$ cat src/design/conv_num_pkg.sv
package conv_num_pkg;

	//------------------------------------------------------------
	// word widths
	//------------------------------------------------------------
	localparam int PIX_W  = 8;
	localparam int COEF_W = 8;
	localparam int PROD_W = PIX_W + COEF_W;
	// nine products need four more bits
	localparam int ACC_W  = PROD_W + 4;
	localparam int OUT_W  = 16;

	// image samples and filter taps
	typedef logic signed [PIX_W-1:0]  pixel_t;
	typedef logic signed [COEF_W-1:0] coef_t;

	// single tap product, -128 * -128 still fits
	typedef logic signed [PROD_W-1:0] prod_t;
	typedef logic signed [ACC_W-1:0]  acc_t;
	typedef logic signed [OUT_W-1:0]  out_t;

	//------------------------------------------------------------
	// activation limits
	//------------------------------------------------------------
	localparam int OUT_MAX  = 32767;
	localparam int LEAK_DIV = 10;

endpackage

$ cat src/design/conv_geom_pkg.sv
package conv_geom_pkg;

	//------------------------------------------------------------
	// filter window
	//------------------------------------------------------------
	localparam int KSIZE = 3;
	localparam int KTAPS = KSIZE * KSIZE;

	// smallest legal image side
	localparam int MIN_IMAGE = 3;

	// image side as given by the host
	typedef logic [3:0] size_t;

	// row-major tap order, index = row * KSIZE + col
	typedef conv_num_pkg::pixel_t window_t [KTAPS];
	typedef conv_num_pkg::coef_t coef_set_t [KTAPS];

endpackage

$ cat src/design/conv_cfg_if.sv
`timescale 1ns/1ps

interface conv_cfg_if
	import conv_geom_pkg::*;
();

	// filter taps, same order as the window
	coef_set_t coefs;
	// replicate border instead of zeros
	logic pad_mode;
	// leaky negative branch
	logic act_mode;
	size_t image_size;

	modport cfg_src (
		output coefs,
		output pad_mode,
		output act_mode,
		output image_size
	);

	modport win_sink (input pad_mode, input image_size);

	modport mac_sink (input coefs);

	modport act_sink (input act_mode);

endinterface

$ cat src/design/conv_activate.sv
`timescale 1ns/1ps

module conv_activate
	import conv_num_pkg::*;
(
	input  logic clk,
	input  logic rst_n,
	input  logic sum_valid,
	input  acc_t sum,
	conv_cfg_if.act_sink cfg,
	output logic out_valid,
	output out_t out_data
);

	out_t act_val;

	// positive side saturates, negative side is zero or leaky
	always_comb begin
		if (sum >= 0) begin
			if (sum > OUT_MAX)
				act_val = out_t'(OUT_MAX);
			else
				act_val = out_t'(sum);
		end else if (cfg.act_mode) begin
			// signed divide rounds toward zero
			act_val = out_t'(sum / LEAK_DIV);
		end else begin
			act_val = '0;
		end
	end

	always_ff @(posedge clk, negedge rst_n) begin
		if (!rst_n) begin
			out_valid <= 1'b0;
			out_data  <= '0;
		end else begin
			out_valid <= sum_valid;
			if (sum_valid)
				out_data <= act_val;
		end
	end

endmodule

$ cat src/flat_wrapper.sv
// flat-port wrapper written by rule: the top's interface ports become plain ports
module conv_activate_flat import conv_num_pkg::*;
  (clk, rst_n, sum_valid, sum, out_valid, out_data, cfg_act_mode);
  conv_cfg_if cfg_i ();
  input  logic clk;
  input  logic rst_n;
  input  logic sum_valid;
  input  acc_t sum;
  output logic out_valid;
  output out_t out_data;
  input wire logic [$bits(cfg_i.act_mode)-1:0] cfg_act_mode;
  assign cfg_i.act_mode = cfg_act_mode;
  conv_activate u_core (.clk(clk), .rst_n(rst_n), .sum_valid(sum_valid), .sum(sum), .cfg(cfg_i), .out_valid(out_valid), .out_data(out_data));
endmodule
$ cat config.mk
export PLATFORM = sky130hd
export DESIGN_NAME = conv_activate_flat
export DESIGN_NICKNAME = d
export VERILOG_FILES = /design/src/design/conv_num_pkg.sv /design/src/design/conv_geom_pkg.sv /design/src/design/conv_cfg_if.sv /design/src/design/conv_activate.sv /design/src/flat_wrapper.sv
export SDC_FILE = /design/constraint.sdc
export NUM_CORES = 1
export LEC_CHECK = 0
export BUFFER_PORTS_ARGS = -buffer_cell sky130_fd_sc_hd__buf_2
export CAP_MARGIN = 20
export CORE_MARGIN = 3
export CORE_UTILIZATION = 35
export CTS_CLUSTER_DIAMETER = 200
export DETAILED_ROUTE_END_ITERATION = 7
export PLACE_DENSITY_LB_ADDON = 0.1
export SYNTH_ARGS = -nofsm -noshare
export SYNTH_HDL_FRONTEND = slang
export SYNTH_SLANG_ARGS = --single-unit
$ cat constraint.sdc
create_clock -name clk -period 0.9 [get_ports clk]
set_input_delay 0.045 -clock clk [delete_from_list [all_inputs] [get_ports clk]]
set_output_delay 0.045 -clock clk [all_outputs]
set_load 0.03 [all_outputs]
# Yosys cells after proc, flatten, opt, wreduce, memory -nomap -nowiden

Cells that the tools add are included.

Divide/modulo/power cells: 1
Order comparisons: 2
Muxes and demuxes: 3

Operators with widths:

| operator                                                                           | number |
|---|---|
| 16-bit two-way mux                                                                 | 3 |
| 32-bit by 5-bit divider with 32-bit output (second input constant)                 | 1 |
| 20-bit by 1-bit >= comparator with 1-bit output (second input constant)            | 1 |
| 20-bit by 16-bit greater-than comparator with 1-bit output (second input constant) | 1 |

Register bits: 17
Logic and storage cells: 8

# Longest topological paths before layout

Gate-level depths: netlist of the first run.

Word-level depth: 3
Gate-level depth with buffers: 35
Depth with buffers taken out: 30

# Worst setup path before layout of the first run

Ideal clock, no wire load.

Kind: input to register
Start: input port sum[1]
End: register u_core.out_data[2]
Arrival: 6.747 ns
Data required time: 0.775 ns
Slack: -5.972 ns
Stages: 32
Buffers on the path: 3
Cell sequence: inv_1 ha_1 or4b_4 o41ai_4 xor2_1 o211ai_1 o21a_2 buf_6 mux2i_1 and3_2 nor2_2 maj3_2 or4_4 o21a_2 nand3_1 o21ai_2 a211oi_2 a21oi_2 o311a_4 a2111oi_2 a41oi_1 and3_1 buf_6 a2111o_1 and2_4 a2111oi_4 nor3_2 ha_1 clkbuf_1 xnor2_1 o22ai_1 mux2_2

Cells in the longest elaborated chain, start to end: 3

Ends and longest elaborated chain:

| element                                                                                                                  | RTL line                                 | RTL |
|---|---|---|
| start, declared                                                                                                          | flat_wrapper.sv:8                        | `input acc_t sum;` |
| 32-bit by 5-bit divider with 32-bit output or 20-bit by 16-bit greater-than comparator with 1-bit output (tied branches) | conv_activate.sv:26, conv_activate.sv:20 |  |
| 16-bit two-way mux (on tied branches)                                                                                    | conv_activate.sv:24, conv_activate.sv:20 |  |
| 16-bit two-way mux (*)                                                                                                   | conv_activate.sv:19                      | `if (sum >= 0) begin` |
| end signal, assigned                                                                                                     | conv_activate.sv:39                      | `out_data <= act_val;` |
| end, declared                                                                                                            | conv_activate.sv:12                      | `output out_t out_data` |

Every way passes the cells marked *; elsewhere a longest branch is shown, timed or not.
A chain may end at the register's enable or synchronous reset.

# Final worst setup path of the first run

Start: input port sum[1]
End: register u_core.out_data[8]

The elaborated chain is that of the path after synthesis.

==> reports/metrics.sh, run 1 <==
GRT_PASS1_WL_MM=28.06
GRT_MAX_DEGREE=27
STATUS='finished with violations'
CTS_TREE='yes'
MIN_PERIOD_OVER_PERIOD_PCT=763.3
CTS_NUM_SINKS=17
PLACED_CELL_AREA_UM2=6282
FINALCOREUTILIZATION_PCT=61.71
CTS-ROOT-TO-SINK-BUFFERS=2
WORSTSKEWPAIRLATENCY_NS=0.25
SYNTH.YOSYS.WARNINGS=0
SYNTH_SEQUENTIAL_AREA_RATIO_PCT=10.07
SYNTHDISTINCTLIBCELLS=91
CRITICAL_PATH_REQUIRED_NS=1.02
REPORTED_LEAKAGE_POWER_nW=3.048
CLK_ROOT_BUF='clkbuf_16'
WORST_SLACK_AT_PLACEMENT_NS=-6.566
LAYOUT.NETS=880
SYNTH_ENABLE_FLOP_CELLS=0
POST-ROUTE-DRC-COUNT=0
VDD.IR_DROP.WORST_mV=2.859
MIN_PATH_TYPE='in2reg'
PLACE_HPWL_MM=13.37
VIAS=5805
MAX_SLEW.WORST_PIN.SLEW_NS=1.242
SYNTH_AREA_LEADER='dfrtp_1'
VIAS_IN_THE_FIRST_GLOBAL_ROUTE=5676
SEQ_AREA_UM2=425.4
POST_LAYOUT_NONFILLER_INSTANCES=996
POWER.DENSITY_CELL_AREA_nW_PER_UM2=2547
DIEAREA_UM2=13420
HOLD_SLACK_NS=0.1134
POST-ROUTE-MIN-PERIOD_NS=6.870
START_UTIL_PCT=36.37
TRITONCTS_BUFFERS=3
CRITPATHKIND='in2reg'
FINAL.SETUP.WORST_SLACK_NS=-5.970
PORT_BUFFERS=40
CRIT_SLOWEST_CELL='or4b_4'
FINAL_AREA_UM2=7167
SETUP_TOTAL_NEG_SLACK_NS=-91.09
AVGVIACOUNTPERCELL=5.828
FAILED_CHECKS='setup timing'
POST-PLACE-CELLS=958
N_FILL_CELL=1045
BOUNDARYPINS=41
ENDPOINT_KIND='flop'
HTREEDEPTH=1
MAXSLEWHEADROOM_PCT=16.61
DRT_PASS1_ITERATIONS=6
FIN_WORST_SKEW_NS=0
WORSTPATHARRIVAL_NS=6.99
CRITICAL_PATH.MOST_COMMON_CELL='o211ai_1'
SYN_AREA_PER_CELL_UM2=7.295
FINAL_HOLD_VIO_COUNT=0
ROUTABILITYCONGESTION=0.9341
POWER.TOTAL_mW=18.25
CRITICAL_PATH.MAX_STAGE_DELAY_NS=0.51
FINAL_MAX_SLEW_VIOL_COUNT=0
FINAL_COMMON_CELL='buf_4'
CP-START-KIND='input port'
ANTENNA_CELLS=0
GRT_OVERFLOW_TOTAL=0
YS_ASYNC_SR_FRACTION_PCT=100.0
SYNTHDOMINANTCELLAREASHARE_PCT=10.07
PROPORTION_OF_LAYOUT_CELLS_WITH_A_DRIVE_SUFFIX_ABOVE_1_PCT=51.35
SETUP_REPAIR_AFTER_GLOBAL_ROUTING_MISSED_ITS_MARGIN='yes'
MULTI_INPUT_GATE_AREA_UM2=4116
CAP_VIOL_MAX_COUNT=0
AREA_GROWTH_PCT=69.67
DIE_W_UM=115.9
FLOORPLAN.ROWS=39
DRTANTENNAVIOLNETS=0
NUMBER_OF_ANTENNA_VIOLATIONS_AT_THE_FIRST_CHECK_IN_GLOBAL_ROUTING=0
STARTING_DRT_DRC_COUNT=431
NETLIST_INSTANCES=579
DIE_H_UM=115.9
FINAL_ROUTED_WIRELENGTH_MM=17.66
REPORT.FINAL.SETUP_VIOL=16
HOLD_DEPTH=2
TOTAL_ROUTING_USAGE_REPORTED_BY_GLOBAL_ROUTING_PCT=25.42
CLKTRANSATPATHREGS_NS=0.05
FLOORPLAN.CORE_AREA_UM2=11610
CRITICAL_PATH_PEAK_FANOUT=7
SYNTH_NETS=605
WORST_R2R_PATH_DEPTH=2
SYNTH-SEQ-CELLS=17
POST_SYNTH_MAIN_AREA_CONTRIBUTORS='dfrtp_1 10%, xnor2_1 6.4%, nor2_1 5.9%'
MOSTFREQUENTLAYOUTCELLS='251 x buf_4, 61 x nor2_1, 48 x nand2_1'
SYNTH-MAIN-FF-CELL='dfrtp_1'
MAX_FREQ_GHz=0.1456
POST_SYNTH_INSTANCE_AREA_UM2=4224
DR_WL_CELL_UM=17.73
## critical path, delay by kind of cell
| family | cells | cell delay, ns |
|---|---|---|
| AOI/OAI and AO/OA | 14 | 3.30 |
| and+or+nand+nor | 9 | 1.98 |
| buffers and inverters | 7 | 0.88 |
| adders and majority gates | 2 | 0.39 |
| xor gates and xnor gates | 2 | 0.37 |
## layer usage
metal	vias up	share of wire, %	global-route usage (%)	routed length, um
met5	-	0	0	0
met4	0	2.4	4.331	431
met3	42	4.6	1.567	807
met2	202	49	43.96	8594
met1	2774	44	35.39	7822
li1	2787	-	-	-
## cell type report
type | instances | share of cell area, %
tap | 143 | 2.497
sequential | 17 | 5.936
multi-input combinational | 516 | 57.44
inverter | 8 | 0.4888
timing repair buffer | 308 | 32.52
clock buffer | 3 | 1.047
clock inverter | 1 | 0.06983
## cell families after synthesis
kind of cell | share of synthesized area, %
adders and majority gates | 1.125
buffers and inverters | 5.894
AOI/OAI and AO/OA | 38.45
and+or+nand+nor | 30.81
DFF | 10.07
xor gates and xnor gates | 9.538
muxes | 4.117
## report_power, final
| group | switching (mW) | leakage, nW | internal [mW] |
|---|---|---|---|
| clock | 0.325 | 0.0409 | 0.596 |
| sequential | 0.111 | 0.200 | 0.928 |
| combinational | 8.13 | 2.81 | 8.17 |
| total | 8.57 | 3.05 | 9.69 |
## Yosys cell counts, drive strengths merged, types with 4 or more instances
| cell type | instances |
|---|---|
| o221ai | 8 |
| o2111ai | 6 |
| buf | 21 |
| a2111oi | 4 |
| clkbuf | 16 |
| nand2b | 10 |
| and3 | 12 |
| nor4 | 12 |
| nand4 | 12 |
| a211oi | 10 |
| xnor2 | 31 |
| or4 | 5 |
| a21oi | 28 |
| mux2i | 14 |
| a311oi | 7 |
| and2 | 8 |
| xor2 | 15 |
| nand3 | 19 |
| o211a | 4 |
| dfrtp | 17 |
| nor3 | 21 |
| o31ai | 7 |
| o22ai | 7 |
| o21ai | 43 |
| a221oi | 6 |
| o21a | 9 |
| or3 | 5 |
| a21o | 5 |
| nor2 | 69 |
| inv | 8 |
| a2111o | 4 |
| nand2 | 55 |
| a31oi | 8 |
| nor3b | 5 |
| o211ai | 22 |
## worst paths after layout
path / startpoint / endpoint / slack (ns)
min in group asynchronous: rst_n / u_core.out_data[5] / 0.26
worst min-delay path: sum_valid / u_core.out_valid / 0.11
max in group asynchronous: rst_n / u_core.out_data[12] / 0.35
worst min register to register: u_core.out_data[0] / u_core.out_data[0] / 0.49
worst max register to register: u_core.out_data[5] / u_core.out_data[5] / 0.09
worst max-delay path: sum[1] / u_core.out_data[8] / -5.97
## timing repair
item,CTS,global route
endpoints found under the setup margin,17,19
pin swaps,54,51
hold buffers,1,0
resized for setup,54,73
endpoints found under the hold margin,17,0
setup buffers,20,14
## state kept, by name (all words and copies together), names as in the netlist
register / count
u_core.out_data: 16
u_core.out_valid: 1
(Power assumes the default switching activity.)
==> inputs of run 2 (changes only) <==
clock period = 7.4 ns   (was 0.9 ns; I/O delays follow)
==> run 2 against run 1 <==
  * The flow now finishes without violations
  * Design area fell by 14%
  * Via count fell by 9.9%
  * Global-route usage fell by 2.5 points
  * Clock-buffer cell count did not move
  * Sequential share of layout area rose by 0.94 points
  * Routed wire length fell by 10%
  * Flip-flop and latch count did not move
  * Clock skew did not move
  * Combinational power fell by 90%
  * Critical path depth rose by 1
  * Cell count fell by 9.9%
  * Non-clock buffer count fell by 99
  * Largest cell class unchanged
==> reports/metrics.sh, run 2 (synthesized netlist as in run 1, its figures left out) <==
POST-ROUTE-MIN-PERIOD_NS=7.343
WORST_SLACK_AT_PLACEMENT_NS=-0.3733
GRT_MAX_DEGREE=32
CAP_VIOL_MAX_COUNT=0
MAX_FREQ_GHz=0.1362
MULTI_INPUT_GATE_AREA_UM2=3923
VIAS_IN_THE_FIRST_GLOBAL_ROUTE=4864
DIE_W_UM=115.9
CP-START-KIND='input port'
MIN_PERIOD_OVER_PERIOD_PCT=99.23
CRITICAL_PATH.MOST_COMMON_CELL='buf_4'
CRITICAL_PATH_PEAK_FANOUT=7
FINAL_AREA_UM2=6186
ENDPOINT_KIND='flop'
INTERNAL-POWER_mW=0.9321
CTS-ROOT-TO-SINK-BUFFERS=2
VIAS=5233
FLOORPLAN.ROWS=39
CRIT_SLOWEST_CELL='or4_4'
PROPORTION_OF_LAYOUT_CELLS_WITH_A_DRIVE_SUFFIX_ABOVE_1_PCT=41.64
WORST_R2R_PATH_DEPTH=2
FINAL_MAX_SLEW_VIOL_COUNT=0
MAX_SLEW.WORST_PIN.SLEW_NS=1.248
HTREEDEPTH=1
ROUTABILITYCONGESTION=0.8910
CLK_ROOT_BUF='clkbuf_16'
FINAL_COMMON_CELL='buf_4'
REGMOSTFLOPS='u_core.out_data'
DR_WL_CELL_UM=17.67
SETUP.REG_TO_REG.WORST_SLACK_NS=6.63
STATUS='complete, no violations'
LAYOUT_TOP_REGISTERS='u_core.out_data x16, u_core.out_valid x1'
FINAL_HOLD_VIO_COUNT=0
POWER.COMBINATIONAL.FRACTION_PCT=86.8
AVGVIACOUNTPERCELL=5.834
CTS_TREE='yes'
DRTANTENNAVIOLNETS=0
REPORTED_LEAKAGE_POWER_nW=2.487
GRT_OVERFLOW_TOTAL=0
VDD.IR_DROP.WORST_mV=0.1286
AREA_GROWTH_PCT=46.45
LARGEST_REG_FLOPS=16
CTS_HOLD_BUFFERS=0
SEQ_AREA_UM2=425.4
POST-ROUTE-DRC-COUNT=0
MAXSLEWHEADROOM_PCT=16.51
START_UTIL_PCT=36.37
POST-PLACE-CELLS=869
DIEAREA_UM2=13420
MIN_PATH_TYPE='in2async'
ANTENNA_CELLS=0
FIN_WORST_SKEW_NS=0
FLOORPLAN.CORE_AREA_UM2=11610
CLOCKPOWERSHARE_PCT=6.3
SHARE_SEQ_OF_TOTAL_POWER_PCT=6.9
REPORT.FINAL.SETUP_VIOL=0
POST_LAYOUT_NONFILLER_INSTANCES=897
STARTING_DRT_DRC_COUNT=324
NUMBER_OF_ANTENNA_VIOLATIONS_AT_THE_FIRST_CHECK_IN_GLOBAL_ROUTING=0
CRITICAL_PATH_REQUIRED_NS=7.50
TRITONCTS_BUFFERS=3
N_FILL_CELL=1131
PLACE_HPWL_MM=12.10
FINAL_ROUTED_WIRELENGTH_MM=15.85
LAYOUT.NETS=781
FINAL.SETUP.WORST_SLACK_NS=0.05724
POWER_SWITCHING_mW=0.8777
CRITICAL_PATH.MAX_STAGE_DELAY_NS=0.54
TOTAL_ROUTING_USAGE_REPORTED_BY_GLOBAL_ROUTING_PCT=22.89
SETUP_TOTAL_NEG_SLACK_NS=0
MOSTFREQUENTLAYOUTCELLS='158 x buf_4, 62 x nor2_1, 50 x nand2_1'
WORSTSKEWPAIRLATENCY_NS=0.25
PORT_BUFFERS=40
POWER.SHARE.SWITCHING_PCT=48.50
CTS_NUM_SINKS=17
WORSTPATHARRIVAL_NS=7.44
CRITPATHKIND='in2reg'
DRT_PASS1_ITERATIONS=5
GRT_PASS1_WL_MM=24.87
CLKTRANSATPATHREGS_NS=0.06
DIE_H_UM=115.9
FINALCOREUTILIZATION_PCT=53.26
POWER.DENSITY_CELL_AREA_nW_PER_UM2=292.6
SETUP_REPAIR_AFTER_GLOBAL_ROUTING_MISSED_ITS_MARGIN='yes'
BOUNDARYPINS=41
PLACED_CELL_AREA_UM2=5498
==> run 2: cell count changes in the layout (fill, tap and decap cells not counted), sizes merged <==
| cell | before | now |
|---|---|---|
| buf | 307 | 209 |
| dlygate4sd3 | 1 | 0 |
==> run 2: stage by stage <==
stage	hold WS, ns	power (mW)
floorplan	0.07441	0.9769
global placement	0.3333	1.496
detailed placement	0.3388	1.495
CTS	0.06398	1.634
global route	0.08184	1.941
finish	0.04994	1.810
==> run 2: routing by layer <==
metal  track usage (%)  up-vias  part of all wire (%)
met2             39.16      139                    48
met3             2.559       21                   4.6
li1                  -     2588                     -
met5                 0        -                     0
met1             31.47     2485                    45
met4             3.867        0                   1.7
==> run 2: final cells by class <==
type                    count  share of cell area (%)
repair buffers            209                   25.00
clock inverters             1                 0.08091
inverters                   8                  0.5259
multi-input cells         516                   63.41
well taps                 143                   2.892
clock buffers               3                   1.214
flip-flops and latches     17                   6.877
==> run 2: critical path: cells and delay by family <==
kind / cells / cell delay [ns]
AND/OR/NAND/NOR: 10 / 2.38
adder cells (fa/ha/maj): 3 / 0.72
XOR/XNOR: 2 / 0.34
buffers and inverters: 7 / 0.95
AO/OA/AOI/OAI: 13 / 2.66
==> run 2: final timing paths <==
kind,startpoint,endpoint
worst max register to register,u_core.out_data[9],u_core.out_data[9]
max in group asynchronous,rst_n,u_core.out_data[0]
min in group clk,sum[0],u_core.out_data[0]
worst min-delay path,rst_n,u_core.out_data[15]
worst max-delay path,sum[1],u_core.out_data[4]
worst min register to register,u_core.out_data[7],u_core.out_data[7]
==> run 2: timing repair <==
| item | in CTS | in global routing |
|---|---|---|
| setup endpoints to repair | 8 | 16 |
| resized for setup | 6 | 81 |
| pin swaps | 5 | 53 |
| hold endpoints to repair | 0 | 0 |
| cloned | 0 | 1 |
| buffers inserted | 2 | 21 |
==> run 2: power by group through the flow <==
stage               combinational (mW)  clock, mW  sequential, mW
floorplan                        0.813          0           0.164
global placement                  1.37          0           0.125
detailed placement                1.37          0           0.125
CTS                               1.39      0.117           0.125
global route                      1.69      0.121           0.126
finish                            1.57      0.115           0.125
==> inputs of run 3 (changes only) <==
--- a/config.mk
+++ b/config.mk
@@ -6,4 +6,5 @@
 export NUM_CORES = 1
 export LEC_CHECK = 0
+export ABC_AREA = 1
 export BUFFER_PORTS_ARGS = -buffer_cell sky130_fd_sc_hd__buf_2
 export CAP_MARGIN = 20
==> constraint.sdc (replaced) <==
create_clock -name clk -period 8.1 [get_ports clk]
set_input_delay 0.81 -clock clk [delete_from_list [all_inputs] [get_ports clk]]
set_output_delay 0.81 -clock clk [all_outputs]
set_load 0.03 [all_outputs]
==> run 3 against run 2 <==
  * Non-clock buffer count fell by 105
  * Largest cell class unchanged
  * Clock skew did not move
  * Design area fell by 24%
  * Critical endpoint is now u_core.out_data[10]
  * Synthesized cell count fell by 5.2%
==> reports/metrics.sh, run 3 <==
STATUS='complete, no violations'
SYNTHDOMINANTCELLAREASHARE_PCT=12.80
DRTANTENNAVIOLNETS=0
CRIT_SLOWEST_CELL='nor3_4'
YS_TOP_CELLS_BY_COUNT='104 x nand2_1, 75 x nand3_1, 64 x inv_1'
SETUP_TOTAL_NEG_SLACK_NS=0
MAXSLEWHEADROOM_PCT=63.49
ANTENNA_CELLS=0
MULTI_INPUT_GATE_AREA_UM2=3013
YOSYS.CELL_COUNT.TOP_TYPE='nand2_1'
SYNTH_ENABLE_FLOP_CELLS=0
DIEAREA_UM2=10700
LARGEST_REG_FLOPS=16
NETLIST_INSTANCES=549
CTS_NUM_SINKS=17
REPORT.FINAL.SETUP_VIOL=0
PORT_BUFFERS=40
MOSTFREQUENTLAYOUTCELLS='78 x nand2_1, 63 x buf_4, 59 x inv_1, 59 x nand2_2, 49 x nand3_1'
PLACE_HPWL_MM=7.779
SYNTH_NETS=575
SYNTHMUXAREASHARE_PCT=0
SYN_AREA_PER_CELL_UM2=6.055
SETUP_REPAIR_AFTER_GLOBAL_ROUTING_MISSED_ITS_MARGIN='yes'
MIN_PERIOD_OVER_PERIOD_PCT=98.86
STARTING_DRT_DRC_COUNT=142
FLOORPLAN.CORE_AREA_UM2=8976
CRITICAL_PATH.MAX_STAGE_DELAY_NS=0.25
PROPORTION_OF_LAYOUT_CELLS_WITH_A_DRIVE_SUFFIX_ABOVE_1_PCT=48.84
XOR_XNOR_SHARE_OF_THE_SYNTHESIZED_AREA_PCT=4.215
CRITPATHKIND='in2reg'
SEQ_AREA_UM2=425.4
DIE_H_UM=103.5
AVGVIACOUNTPERCELL=4.855
FINAL_MAX_SLEW_VIOL_COUNT=0
POST-ROUTE-DRC-COUNT=0
VIAS=3763
YOSYS.AREA_SHARE.SIMPLE_PCT=58.64
CTS_TREE='yes'
TRITONCTS_BUFFERS=3
FLOORPLAN.ROWS=34
FIN_WORST_SKEW_NS=0
LAYOUT_TOP_REGISTERS='u_core.out_data x16, u_core.out_valid x1'
SYNTH-SEQ-CELLS=17
NUMBER_OF_ANTENNA_VIOLATIONS_AT_THE_FIRST_CHECK_IN_GLOBAL_ROUTING=0
DIE_W_UM=103.5
SYNTH_SEQUENTIAL_AREA_RATIO_PCT=12.80
SYNTHDISTINCTLIBCELLS=41
SYNTH-MAIN-FF-CELL='dfrtp_1'
CTS-ROOT-TO-SINK-BUFFERS=2
ROUTABILITYCONGESTION=0.8311
SYNTH_TOP_FAMILY_BY_AREA='simple AND/OR/NAND/NOR gates'
CAP_VIOL_MAX_COUNT=0
POST_SYNTH_MAIN_AREA_CONTRIBUTORS='dfrtp_1 13%, nand2_1 12%, nand3_1 11%'
FINAL_COMMON_CELL='nand2_1'
CRITICAL_PATH_REQUIRED_NS=8.28
FINAL_ROUTED_WIRELENGTH_MM=9.837
FINAL_HOLD_VIO_COUNT=0
N_FILL_CELL=930
TOTAL_ROUTING_USAGE_REPORTED_BY_GLOBAL_ROUTING_PCT=17.33
CRITICAL_PATH.MOST_COMMON_CELL='nand2_4'
GRT_PASS1_WL_MM=15.15
GRT_MAX_DEGREE=19
BOUNDARYPINS=41
CLKTRANSATPATHREGS_NS=0.07
MAX_FREQ_GHz=0.1249
POST-ROUTE-MIN-PERIOD_NS=8.008
YOSYS.AREA_SHARE.ADDER_PCT=0.7527
LAYOUT.NETS=676
MIN_PATH_TYPE='in2async'
SYNTH_AREA_LEADER='dfrtp_1'
MAX_SLEW.WORST_PIN.SLEW_NS=0.5457
CLK_ROOT_BUF='clkbuf_8'
GRT_OVERFLOW_TOTAL=0
REGMOSTFLOPS='u_core.out_data'
SETUP.REG_TO_REG.WORST_SLACK_NS=7.40
AREA_GROWTH_PCT=41.70
VIAS_IN_THE_FIRST_GLOBAL_ROUTE=3284
AREA_FRACTION_IN_COMPOUND_GATES_AFTER_SYNTHESIS_PCT=11.78
WORSTPATHARRIVAL_NS=8.19
CRITICAL_PATH_PEAK_FANOUT=6
DRT_PASS1_ITERATIONS=4
START_UTIL_PCT=37.04
POST_SYNTH_INSTANCE_AREA_UM2=3324
DR_WL_CELL_UM=12.69
SYNTH.YOSYS.WARNINGS=0
ENDPOINT_KIND='flop'
HTREEDEPTH=1
WORSTSKEWPAIRLATENCY_NS=0.25
CP-START-KIND='input port'
YS_ASYNC_SR_FRACTION_PCT=100.0
[run 3: cell types whose count changed in the layout (fill, tap and decap cells not counted), moves of 15 or more]
cell	previous run	this run
buf_4	158	63
nand2_2	5	59
inv_1	6	59
nand2_4	0	41
nand3_1	15	49
xnor2_1	30	1
nand2_1	50	78
inv_2	1	27
nand3_2	2	24
o21ai_0	28	6
o211ai_1	21	1
nor2_1	62	45
nand3_4	2	17
nor3_1	17	2
[run 3: kinds of logic after synthesis]
family          count (synthesis)
compound gates                 65
xor+xnor                       16
fa+ha+maj                       2
buf+inv                       101
flops                          17
simple gates                  348
[run 3: what timing repair did]
action / in CTS / in global routing
resized for setup: 0 / 123
endpoints found under the hold margin: 0 / 0
buffers inserted: 0 / 23
setup endpoints to repair: 0 / 16
hold buffers: 0 / 0
[run 3: critical path: cells and delay by family]
family,cells,cell delay (ns)
and+or+nand+nor,64,5.70
buffers and inverters,11,0.78
AOI/OAI and AO/OA,4,0.64
adders and majority gates,2,0.26
[run 3: final timing paths]
| kind | from | end | depth (start not counted) |
|---|---|---|---|
| worst max-delay path | sum[1] | u_core.out_data[10] | 81 |
| worst max register to register | u_core.out_data[12] | u_core.out_data[12] | 1 |
| min in group clk | u_core.out_data[15] | u_core.out_data[15] | 2 |
| worst min-delay path | rst_n | u_core.out_data[6] | 1 |
| max in group asynchronous | rst_n | u_core.out_data[8] | 1 |
| worst min register to register | u_core.out_data[15] | u_core.out_data[15] | 2 |
[run 3: stage by stage]
step	std cells	cell area [um2]	utilization, %	worst slack [ns]	hold slack (ns)
CTS	753	4004	44.61	0.07063	0.4914
global route	775	4711	52.48	-0.4957	0.5011
floorplan	549	3324	-	0.6039	0.5144
finish	775	4711	52.48	0.09234	0.4821
detailed placement	749	3959	44.10	-0.1580	0.4910
global placement	749	3959	44.10	0.02682	0.5022
[run 3: area by class of cell]
class / count / share of cell area, %
clock buffers: 4 / 0.9562
inverters: 93 / 7.835
multi-input cells: 431 / 63.96
flip-flops and latches: 17 / 9.031
well taps: 126 / 3.347
repair buffers: 104 / 14.87
[run 3: per-layer routing]
| metal | global-route usage (%) | routed length [um] | up-vias |
|---|---|---|---|
| li1 | - | - | 1968 |
| met1 | 25.64 | 4847 | 1724 |
| met2 | 28.63 | 4675 | 71 |
| met3 | 1.073 | 314 | 0 |
| met4 | 1.793 | 0 | 0 |
| met5 | 0 | 0 | - |
Power of run 3 is not shown: default switching activity piles up to over one toggle a cycle in this logic, so the estimate is an artifact.
